## config.mk

```make
export PLATFORM = sky130hd
export DESIGN_NAME = rv_core_top
export DESIGN_NICKNAME = d
export VERILOG_FILES = /design/src/hw/rv_pkg.sv /design/src/hw/rv_core_top.sv /design/src/hw/rv_hazard.sv /design/src/hw/rv_alu.sv /design/src/hw/rv_regfile.sv /design/src/hw/rv_decode.sv /design/src/hw/rv_fetch.sv
export VERILOG_INCLUDE_DIRS = /design/src /design/src/include
export SDC_FILE = /design/constraint.sdc
export NUM_CORES = 2
export LEC_CHECK = 0
export BUFFER_PORTS_ARGS = -buffer_cell sky130_fd_sc_hd__buf_2
export CORE_MARGIN = 4
export CORE_UTILIZATION = 50
export CTS_BUF_LIST = sky130_fd_sc_hd__clkbuf_8 sky130_fd_sc_hd__clkbuf_16
export CTS_CLUSTER_SIZE = 28
export DETAILED_ROUTE_END_ITERATION = 7
export PLACE_DENSITY = 0.73
export SLEW_MARGIN = 20
export SYNTH_ARGS = -nofsm -noshare
export SYNTH_HDL_FRONTEND = slang
export SYNTH_HIERARCHICAL = 1
export SYNTH_SLANG_ARGS = --single-unit
```

## constraint.sdc

```tcl
create_clock -name sys_clk -period 22.9 [get_ports sys_clk]
set_input_delay 0 -clock sys_clk [delete_from_list [all_inputs] [get_ports sys_clk]]
set_output_delay 0 -clock sys_clk [all_outputs]
set_load 0.02 [all_outputs]
```

## src/include/rv_consts.svh

```systemverilog
`ifndef RV_CONSTS_SVH
`define RV_CONSTS_SVH

// first fetch address after reset
`define RV_RESET_PC 32'h0000_0000

// major opcodes of the supported subset
`define RV_OP_LUI 7'b0110111
`define RV_OP_JAL 7'b1101111
`define RV_OP_BRANCH 7'b1100011
`define RV_OP_LOAD 7'b0000011
`define RV_OP_STORE 7'b0100011
`define RV_OP_IMM 7'b0010011
`define RV_OP_REG 7'b0110011

`define RV_NOP 32'h0000_0013 // addi x0,x0,0

// alu operation codes
`define RV_ALU_ADD 4'd0
`define RV_ALU_SUB 4'd1
`define RV_ALU_AND 4'd2
`define RV_ALU_OR 4'd3
`define RV_ALU_XOR 4'd4
`define RV_ALU_SLT 4'd5
`define RV_ALU_SLTU 4'd6
`define RV_ALU_SLL 4'd7
`define RV_ALU_SRL 4'd8
`define RV_ALU_SRA 4'd9
`define RV_ALU_PASS_B 4'd10

`endif
```

## src/hw/rv_pkg.sv

```systemverilog
`include "rv_consts.svh"

package rv_pkg;

	typedef logic [31:0] word_t;
	typedef logic [31:0] addr_t; // byte address
	typedef logic [4:0] reg_idx_t;
	typedef logic [31:0] instr_t;

	typedef enum logic [3:0] {
		alu_add = `RV_ALU_ADD,
		alu_sub = `RV_ALU_SUB,
		alu_and = `RV_ALU_AND,
		alu_or = `RV_ALU_OR,
		alu_xor = `RV_ALU_XOR,
		alu_slt = `RV_ALU_SLT,
		alu_sltu = `RV_ALU_SLTU,
		alu_sll = `RV_ALU_SLL,
		alu_srl = `RV_ALU_SRL,
		alu_sra = `RV_ALU_SRA,
		alu_pass_b = `RV_ALU_PASS_B
	} alu_op_e;

	// where an execute operand comes from
	typedef enum logic [1:0] {
		fwd_rf,
		fwd_mem,
		fwd_wb
	} fwd_sel_e;

	typedef enum logic [1:0] {
		fetch_idle,
		fetch_request,
		fetch_wait_ack
	} fetch_state_e;

	typedef struct packed {
		instr_t instr;
		addr_t pc;
		logic valid;
	} if_id_t;

	typedef struct packed {
		alu_op_e alu_op;
		logic use_imm; // operand b is the immediate
		logic mem_read;
		logic mem_write;
		logic reg_write;
		logic is_branch;
		logic branch_ne; // bne instead of beq
		logic is_jal;
		logic lui; // operand a forced to zero
	} ctrl_t;

	typedef struct packed {
		ctrl_t ctrl;
		addr_t pc;
		word_t rs1_val;
		word_t rs2_val;
		reg_idx_t rs1;
		reg_idx_t rs2;
		reg_idx_t rd;
		word_t imm;
	} id_ex_t;

	typedef struct packed {
		ctrl_t ctrl;
		word_t result;
		word_t store_data;
		reg_idx_t rd;
	} ex_mem_t;

	typedef struct packed {
		logic reg_write;
		reg_idx_t rd;
		word_t wdata;
	} mem_wb_t;

endpackage

```

## src/hw/rv_core_top.sv

```systemverilog
`timescale 1ns/1ps
`include "rv_consts.svh"

module rv_core_top (
	// instruction port
	output logic inst_cyc,
	output logic inst_stb,
	output rv_pkg::addr_t inst_addr,
	input logic inst_ack,
	input rv_pkg::instr_t inst_data,
	input logic inst_stall,
	// data port
	output logic data_stb,
	output logic data_we,
	output logic [3:0] data_be,
	input logic data_ack,
	output rv_pkg::addr_t data_addr,
	output rv_pkg::word_t data_data_w,
	input rv_pkg::word_t data_data_r,
	input logic sys_clk,
	input logic sys_rst
);

	rv_pkg::if_id_t if_id;
	rv_pkg::id_ex_t id_ex;
	rv_pkg::ex_mem_t ex_mem;
	rv_pkg::mem_wb_t mem_wb;
	rv_pkg::instr_t dec_instr;
	rv_pkg::ctrl_t dec_ctrl;
	rv_pkg::word_t dec_imm;
	rv_pkg::reg_idx_t dec_rs1;
	rv_pkg::reg_idx_t dec_rs2;
	rv_pkg::reg_idx_t dec_rd;
	rv_pkg::word_t rf_a;
	rv_pkg::word_t rf_b;
	rv_pkg::fwd_sel_e fwd_a;
	rv_pkg::fwd_sel_e fwd_b;
	rv_pkg::word_t opnd_a; // forwarded rs1
	rv_pkg::word_t opnd_b; // forwarded rs2, also store data
	rv_pkg::word_t alu_a;
	rv_pkg::word_t alu_b;
	rv_pkg::word_t alu_result;
	logic alu_equal;
	rv_pkg::addr_t target_pc;
	rv_pkg::addr_t link_pc;
	logic taken;
	logic redirect;
	logic data_busy;
	logic stall;
	logic flush;
	logic freeze;

	function automatic rv_pkg::word_t fwd_value(
		input rv_pkg::fwd_sel_e sel,
		input rv_pkg::word_t rf,
		input rv_pkg::word_t mem,
		input rv_pkg::word_t wb
	);
		case (sel)
			rv_pkg::fwd_mem: return mem;
			rv_pkg::fwd_wb: return wb;
			default: return rf;
		endcase
	endfunction

	rv_fetch u_fetch (
		.sys_clk(sys_clk),
		.sys_rst(sys_rst),
		.stall(stall || freeze),
		.flush(flush),
		.redirect(redirect),
		.redirect_pc(target_pc),
		.inst_cyc(inst_cyc),
		.inst_stb(inst_stb),
		.inst_addr(inst_addr),
		.inst_ack(inst_ack),
		.inst_stall(inst_stall),
		.inst_data(inst_data),
		.if_id(if_id)
	);

	assign dec_instr = if_id.valid ? if_id.instr : `RV_NOP; // empty slot decodes as nop

	rv_decode u_decode (
		.instr(dec_instr),
		.ctrl(dec_ctrl),
		.imm(dec_imm),
		.rs1(dec_rs1),
		.rs2(dec_rs2),
		.rd(dec_rd)
	);

	rv_regfile u_regfile (
		.sys_clk(sys_clk),
		.we(mem_wb.reg_write),
		.waddr(mem_wb.rd),
		.wdata(mem_wb.wdata),
		.raddr_a(dec_rs1),
		.raddr_b(dec_rs2),
		.rdata_a(rf_a),
		.rdata_b(rf_b)
	);

	rv_hazard u_hazard (
		.id_ex(id_ex),
		.ex_mem(ex_mem),
		.mem_wb(mem_wb),
		.dec_rs1(dec_rs1),
		.dec_rs2(dec_rs2),
		.redirect(redirect),
		.data_busy(data_busy),
		.fwd_a(fwd_a),
		.fwd_b(fwd_b),
		.stall(stall),
		.flush(flush),
		.freeze(freeze)
	);

	// execute
	assign opnd_a = fwd_value(fwd_a, id_ex.rs1_val, ex_mem.result, mem_wb.wdata);
	assign opnd_b = fwd_value(fwd_b, id_ex.rs2_val, ex_mem.result, mem_wb.wdata);
	assign link_pc = id_ex.pc + 32'd4;
	assign target_pc = id_ex.pc + id_ex.imm; // branch and jal share the adder
	assign alu_a = id_ex.ctrl.lui ? '0 : opnd_a;
	assign alu_b = id_ex.ctrl.is_jal ? link_pc : (id_ex.ctrl.use_imm ? id_ex.imm : opnd_b);

	rv_alu u_alu (
		.op(id_ex.ctrl.alu_op),
		.a(alu_a),
		.b(alu_b),
		.result(alu_result),
		.equal(alu_equal)
	);

	assign taken = id_ex.ctrl.is_jal
		|| (id_ex.ctrl.is_branch && (alu_equal != id_ex.ctrl.branch_ne));
	assign redirect = taken && !data_busy; // wait until the pipe moves

	// data bus master straight from the memory stage
	assign data_stb = ex_mem.ctrl.mem_read || ex_mem.ctrl.mem_write;
	assign data_we = ex_mem.ctrl.mem_write;
	assign data_be = 4'b1111; // word accesses only
	assign data_addr = ex_mem.result;
	assign data_data_w = ex_mem.store_data;
	assign data_busy = data_stb && !data_ack;

	always_ff @(posedge sys_clk) begin
		if (sys_rst) begin
			id_ex.ctrl <= '0;
			ex_mem.ctrl <= '0;
			mem_wb.reg_write <= 1'b0;
		end else if (!freeze) begin
			if (flush || stall) begin
				id_ex.ctrl <= '0; // bubble
			end else begin
				id_ex <= '{ctrl: dec_ctrl, pc: if_id.pc, rs1_val: rf_a, rs2_val: rf_b,
					rs1: dec_rs1, rs2: dec_rs2, rd: dec_rd, imm: dec_imm};
			end
			ex_mem <= '{ctrl: id_ex.ctrl, result: alu_result, store_data: opnd_b, rd: id_ex.rd};
			mem_wb <= '{reg_write: ex_mem.ctrl.reg_write, rd: ex_mem.rd,
				wdata: ex_mem.ctrl.mem_read ? data_data_r : ex_mem.result};
		end
	end

endmodule

```

## src/hw/rv_hazard.sv

```systemverilog
`timescale 1ns/1ps

module rv_hazard (
	input rv_pkg::id_ex_t id_ex,
	input rv_pkg::ex_mem_t ex_mem,
	input rv_pkg::mem_wb_t mem_wb,
	input rv_pkg::reg_idx_t dec_rs1,
	input rv_pkg::reg_idx_t dec_rs2,
	input logic redirect,
	input logic data_busy,
	output rv_pkg::fwd_sel_e fwd_a,
	output rv_pkg::fwd_sel_e fwd_b,
	output logic stall,
	output logic flush,
	output logic freeze
);

	logic mem_ok;
	logic wb_ok;

	// youngest writer wins
	function automatic rv_pkg::fwd_sel_e pick(
		input rv_pkg::reg_idx_t src,
		input logic mem_hit_ok,
		input rv_pkg::reg_idx_t mem_rd,
		input logic wb_hit_ok,
		input rv_pkg::reg_idx_t wb_rd
	);
		if (mem_hit_ok && (mem_rd == src))
			return rv_pkg::fwd_mem;
		else if (wb_hit_ok && (wb_rd == src))
			return rv_pkg::fwd_wb;
		else
			return rv_pkg::fwd_rf;
	endfunction

	// a load in memory has only its address, so it cannot forward
	assign mem_ok = ex_mem.ctrl.reg_write && !ex_mem.ctrl.mem_read && (ex_mem.rd != '0);
	assign wb_ok = mem_wb.reg_write && (mem_wb.rd != '0);

	always_comb begin
		fwd_a = pick(id_ex.rs1, mem_ok, ex_mem.rd, wb_ok, mem_wb.rd);
		fwd_b = pick(id_ex.rs2, mem_ok, ex_mem.rd, wb_ok, mem_wb.rd);
	end

	// load in execute feeding the instruction in decode
	assign stall = id_ex.ctrl.mem_read && (id_ex.rd != '0)
		&& ((id_ex.rd == dec_rs1) || (id_ex.rd == dec_rs2));

	assign flush = redirect;
	assign freeze = data_busy; // whole pipe waits on the data bus

endmodule

```

## src/hw/rv_alu.sv

```systemverilog
`timescale 1ns/1ps

module rv_alu (
	input rv_pkg::alu_op_e op,
	input rv_pkg::word_t a,
	input rv_pkg::word_t b,
	output rv_pkg::word_t result,
	output logic equal
);

	logic [4:0] shamt;

	assign shamt = b[4:0];
	assign equal = (a == b); // beq / bne compare

	always_comb begin
		case (op)
			rv_pkg::alu_add: result = a + b;
			rv_pkg::alu_sub: result = a - b;
			rv_pkg::alu_and: result = a & b;
			rv_pkg::alu_or: result = a | b;
			rv_pkg::alu_xor: result = a ^ b;
			rv_pkg::alu_slt: result = {31'b0, $signed(a) < $signed(b)};
			rv_pkg::alu_sltu: result = {31'b0, a < b};
			rv_pkg::alu_sll: result = a << shamt;
			rv_pkg::alu_srl: result = a >> shamt;
			rv_pkg::alu_sra: result = $signed(a) >>> shamt;
			rv_pkg::alu_pass_b: result = b;
			default: result = '0;
		endcase
	end

endmodule

```

## src/hw/rv_regfile.sv

```systemverilog
`timescale 1ns/1ps

module rv_regfile (
	input logic sys_clk,
	input logic we,
	input rv_pkg::reg_idx_t waddr,
	input rv_pkg::word_t wdata,
	input rv_pkg::reg_idx_t raddr_a,
	input rv_pkg::reg_idx_t raddr_b,
	output rv_pkg::word_t rdata_a,
	output rv_pkg::word_t rdata_b
);

	rv_pkg::word_t regs [0:31];

	// x0 is hardwired, same-cycle write is passed through
	function automatic rv_pkg::word_t read_port(input rv_pkg::reg_idx_t addr);
		if (addr == '0)
			return '0;
		else if (we && (waddr == addr))
			return wdata;
		else
			return regs[addr];
	endfunction

	always_ff @(posedge sys_clk) begin
		if (we && (waddr != '0))
			regs[waddr] <= wdata;
	end

	always_comb begin
		rdata_a = read_port(raddr_a);
		rdata_b = read_port(raddr_b);
	end

endmodule

```

## src/hw/rv_decode.sv

```systemverilog
`timescale 1ns/1ps
`include "rv_consts.svh"

module rv_decode (
	input rv_pkg::instr_t instr,
	output rv_pkg::ctrl_t ctrl,
	output rv_pkg::word_t imm,
	output rv_pkg::reg_idx_t rs1,
	output rv_pkg::reg_idx_t rs2,
	output rv_pkg::reg_idx_t rd
);

	rv_pkg::word_t imm_i;
	rv_pkg::word_t imm_s;
	rv_pkg::word_t imm_b;
	rv_pkg::word_t imm_u;
	rv_pkg::word_t imm_j;

	// funct3 to alu op, shared by reg and imm forms
	function automatic rv_pkg::alu_op_e alu_sel(
		input logic [2:0] funct3,
		input logic alt,
		input logic reg_form
	);
		case (funct3)
			3'b000: return (reg_form && alt) ? rv_pkg::alu_sub : rv_pkg::alu_add;
			3'b001: return rv_pkg::alu_sll;
			3'b010: return rv_pkg::alu_slt;
			3'b011: return rv_pkg::alu_sltu;
			3'b100: return rv_pkg::alu_xor;
			3'b101: return alt ? rv_pkg::alu_sra : rv_pkg::alu_srl;
			3'b110: return rv_pkg::alu_or;
			default: return rv_pkg::alu_and;
		endcase
	endfunction

	assign imm_i = {{20{instr[31]}}, instr[31:20]};
	assign imm_s = {{20{instr[31]}}, instr[31:25], instr[11:7]};
	assign imm_b = {{19{instr[31]}}, instr[31], instr[7], instr[30:25], instr[11:8], 1'b0};
	assign imm_u = {instr[31:12], 12'b0};
	assign imm_j = {{11{instr[31]}}, instr[31], instr[19:12], instr[20], instr[30:21], 1'b0};

	always_comb begin
		ctrl = '0; // unknown opcode ends up as a nop
		ctrl.alu_op = rv_pkg::alu_add;
		imm = '0;
		rs1 = '0;
		rs2 = '0;
		rd = '0;
		case (instr[6:0])
			`RV_OP_REG: begin
				ctrl.alu_op = alu_sel(instr[14:12], instr[30], 1'b1);
				ctrl.reg_write = 1'b1;
				rs1 = instr[19:15];
				rs2 = instr[24:20];
				rd = instr[11:7];
			end
			`RV_OP_IMM: begin
				ctrl.alu_op = alu_sel(instr[14:12], instr[30], 1'b0);
				ctrl.use_imm = 1'b1;
				ctrl.reg_write = 1'b1;
				imm = imm_i; // shamt sits in the low five bits
				rs1 = instr[19:15];
				rd = instr[11:7];
			end
			`RV_OP_LOAD: begin
				ctrl.use_imm = 1'b1;
				ctrl.mem_read = 1'b1;
				ctrl.reg_write = 1'b1;
				imm = imm_i;
				rs1 = instr[19:15];
				rd = instr[11:7];
			end
			`RV_OP_STORE: begin
				ctrl.use_imm = 1'b1;
				ctrl.mem_write = 1'b1;
				imm = imm_s;
				rs1 = instr[19:15];
				rs2 = instr[24:20];
			end
			`RV_OP_BRANCH: begin
				ctrl.is_branch = 1'b1;
				ctrl.branch_ne = instr[12]; // funct3 001 is bne
				imm = imm_b;
				rs1 = instr[19:15];
				rs2 = instr[24:20];
			end
			`RV_OP_LUI: begin
				ctrl.use_imm = 1'b1;
				ctrl.lui = 1'b1;
				ctrl.reg_write = 1'b1;
				imm = imm_u;
				rd = instr[11:7];
			end
			`RV_OP_JAL: begin
				ctrl.alu_op = rv_pkg::alu_pass_b; // link value on operand b
				ctrl.is_jal = 1'b1;
				ctrl.reg_write = 1'b1;
				imm = imm_j;
				rd = instr[11:7];
			end
			default: begin
			end
		endcase
	end

endmodule

```

## src/hw/rv_fetch.sv

```systemverilog
`timescale 1ns/1ps
`include "rv_consts.svh"

module rv_fetch (
	input logic sys_clk,
	input logic sys_rst,
	input logic stall,
	input logic flush,
	input logic redirect,
	input rv_pkg::addr_t redirect_pc,
	output logic inst_cyc,
	output logic inst_stb,
	output rv_pkg::addr_t inst_addr,
	input logic inst_ack,
	input logic inst_stall,
	input rv_pkg::instr_t inst_data,
	output rv_pkg::if_id_t if_id
);

	rv_pkg::fetch_state_e state;
	rv_pkg::fetch_state_e after_ack;
	rv_pkg::addr_t pc; // address of the outstanding or next request
	rv_pkg::addr_t redir_pc;
	logic discard; // outstanding response belongs to the old path
	rv_pkg::if_id_t pend; // skid entry while decode holds if_id
	logic ack_now;
	logic keep;
	logic slot_free;

	assign ack_now = inst_ack && (state != rv_pkg::fetch_idle);
	assign keep = ack_now && !discard && !redirect;
	assign slot_free = !stall || !if_id.valid;
	// response parked in pend blocks the next request
	assign after_ack = (keep && !slot_free) ? rv_pkg::fetch_idle : rv_pkg::fetch_request;

	assign inst_cyc = (state != rv_pkg::fetch_idle);
	assign inst_stb = inst_cyc; // held until ack
	assign inst_addr = pc;

	always_ff @(posedge sys_clk) begin
		if (sys_rst) begin
			state <= rv_pkg::fetch_idle;
		end else begin
			case (state)
				rv_pkg::fetch_idle: begin
					if (!pend.valid)
						state <= rv_pkg::fetch_request;
				end
				rv_pkg::fetch_request: begin
					if (inst_ack)
						state <= after_ack;
					else if (!inst_stall)
						state <= rv_pkg::fetch_wait_ack; // taken by the slave
				end
				default: begin
					if (inst_ack)
						state <= after_ack;
				end
			endcase
		end
	end

	always_ff @(posedge sys_clk) begin
		if (sys_rst) begin
			pc <= `RV_RESET_PC;
			discard <= 1'b0;
		end else if (ack_now) begin
			if (redirect)
				pc <= redirect_pc;
			else if (discard)
				pc <= redir_pc;
			else
				pc <= pc + 32'd4;
			discard <= 1'b0;
		end else if (redirect) begin
			if (state == rv_pkg::fetch_idle) begin
				pc <= redirect_pc;
			end else begin
				// address must stay put until the ack
				redir_pc <= redirect_pc;
				discard <= 1'b1;
			end
		end
	end

	always_ff @(posedge sys_clk) begin
		if (sys_rst || flush) begin
			if_id.valid <= 1'b0;
			pend.valid <= 1'b0;
		end else if (slot_free) begin
			if (pend.valid) begin
				if_id <= pend;
				pend.valid <= 1'b0;
			end else if (keep) begin
				if_id <= '{instr: inst_data, pc: pc, valid: 1'b1};
			end else begin
				if_id.valid <= 1'b0; // consumed, nothing new
			end
		end else if (keep) begin
			pend <= '{instr: inst_data, pc: pc, valid: 1'b1};
		end
	end

endmodule

```

==> flow_summary.ini <==
[synthesis]
synthCells = 5796
yosysWarnings = 6
syn_avg_cell_area_um2 = 13.7
synthesis.area_mm2 = 0.0794

[finish]
fillers = 12467
fin_util_pct = 55.9
area_growth_syn_to_layout_pct = 11.4
stdcell_area_mm2 = 0.0885
drive_gt1_share_pct = 21.0
final_cells = 8171
nets = 6171

[placed_design]
dp_slack_ns = 13.89
placedCellCount = 7768
post-dp-hpwl_um = 191000
postPlaceCellArea_mm2 = 0.0822
io_buffers = 168
gp_congestion = 1.02

[worst_setup_path]
crit_path_end_kind = register
critPathTopFamily = simple AND/OR/NAND/NOR gates
crit_buf_inv = 5
max_stage_delay_ns = 0.81
path_cells = or4_1, o21ai_1, or4_1, nor4_2, ha_2, a22oi_1, o21ai_0, mux2i_1, o21ai_4, buf_4, inv_1, ha_1, nor3_1, nand4b_1, nor4_1, xor2_1, a21oi_1, nor2_2, buf_4, nor3_2, buf_4, buf_4
cpMostUsedCell = buf_4
cp.required_ns = 23.32
worst_path_max_delay_cell = ha_2
arrival_ns = 9.56
cp-start-kind = register
cp_max_fo = 70
crit_type = reg2reg

[run_status]
status = finished, final reports clean

[sta]
worstMarginPinSlew_ns = 1.23
whs_ns = 0.0438
slew_headroom_pct = 17.7
finalSetupViolations = 0
fin_crit_sh_pct = 39.9
drv_slew = 0
tns_ns = 0
fin_crit_ns = 9.14
clock.fmax_mhz = 109
skew_ns = 0.0508
setup_ws_ns = 13.76
hold_viol = 0
rsz0062_at_grt = false

[clock_network]
cts_resized = 0
clk_path_buf_depth = 3
clkLatencyLatePin_ns = 0.82
cts_tree = done
cts_inserted_buffers = 158
holdBufCountCts = 108
cts_sinks = 1486
cts-root-buf = clkbuf_16
htreeDepth = 4
clkTransAtPathRegs_ns = 0.06
postCtsSetupBuffers = 0

[detailed_routing]
drt.antenna.violating_nets = 0
post-route-drc-count = 0
wire_per_inst_um = 36.5
vias = 57979
initialDrtViolationCount = 9305
first_pass_iters = 6
via_per_inst = 7.10
route.final.wire_length_um = 298000

[power_and_ir_drop]
switchingPower_mw = 1.79
p_leak_nw = 29.0
power_density_mw_per_mm2 = 74.5
p_seq_share_pct = 48.4
intPower_mw = 4.80
p_sw_share_pct = 27.2
pwr-share-clk_pct = 38.7
combPwrFrac_pct = 12.9
finalPower_mw = 6.59
vdd_drop_max_v = 0.0000700

[die]
io_pins = 173
initial_core_util_pct = 50.2
row_count = 146
die_height_um = 407
die_x_um = 407
die_area_mm2 = 0.165
core_mm2 = 0.158

[global_routing]
first_global_vias = 55673
grt.overflow.total = 0
grt_antenna_before_repair = 18
groute.usage.overall_pct = 35.6
grt_start_max_net_pins = 98
grt_first_pass_wirelength_um = 417000

[hold_path]
hold_class = in2reg

[run]
cap_violations = 0
flip-flops by register name, indices dropped and copies added (netlist names), 38 cells and up:
register and flops:
u_fetch/if_id 65, u_regfile/regs 1024, id_ex 155, u_fetch/pend 65, mem_wb 38
layer usage:
metal / GRT usage (%) / wire length [µm] / vias to the layer above
met1: 45.4 / 104000 / 28962
met5: 0 / 57 / -
met4: 23.4 / 24800 / 10
met3: 9.45 / 36700 / 1107
met2: 53.9 / 133000 / 4596
li1: - / - / 23304
power by group through the flow:
stage / clock network (mW) / logic (mW) / registers, mW
CTS: 2.57 / 0.823 / 3.18
finish: 2.55 / 0.851 / 3.19
floorplan: 0 / 0.491 / 3.22
global placement: 0 / 0.801 / 3.24
global route: 2.70 / 0.894 / 3.19
detailed placement: 0 / 0.805 / 3.24
worst paths after layout:
path,end,slack (ns),cells after the start,start
worst max-delay path,id_ex[88],13.76,22,mem_wb[35]
worst min-delay path,mem_wb[25],0.04,3,data_data_r[25]
worst max register to register,id_ex[88],13.76,22,mem_wb[35]
worst min register to register,id_ex[113],0.41,0,u_fetch/if_id[3]
layout by cell type (no fill, tap or decap), drive strengths merged, types with 58 or more instances in the layout:
master / instances
a22oi: 158
clkinv: 77
a21oi: 276
xor2: 58
a221oi: 58
nor3: 82
nand3: 82
nand2: 309
xnor2: 79
buf: 357
nor2: 390
mux4: 426
dlygate4sd3: 108
ha: 135
o21ai: 302
mux2i: 322
edfxtp: 1433
a211oi: 67
mux2: 129
inv: 156
and2: 78
clkbuf: 161
worst min-delay path, delay by kind of cell:
kind | cells | cell delay, ns
buf+inv | 2 | 0.61
mux | 1 | 0.13
cell type report:
class	count	area, µm²	area share [%]
Tap cell	2072	2590	2.93
Clock buffer	161	4000	4.52
Sequential cell	1486	44100	49.8
Timing Repair Buffer	465	3390	3.84
Antenna cell	9	22.5	0.0255
Multi-Input combinational cell	3726	32700	37.0
Clock inverter	125	1190	1.35
Inverter	127	477	0.539
No activity file was read; power rests on OpenSTA's default activity.
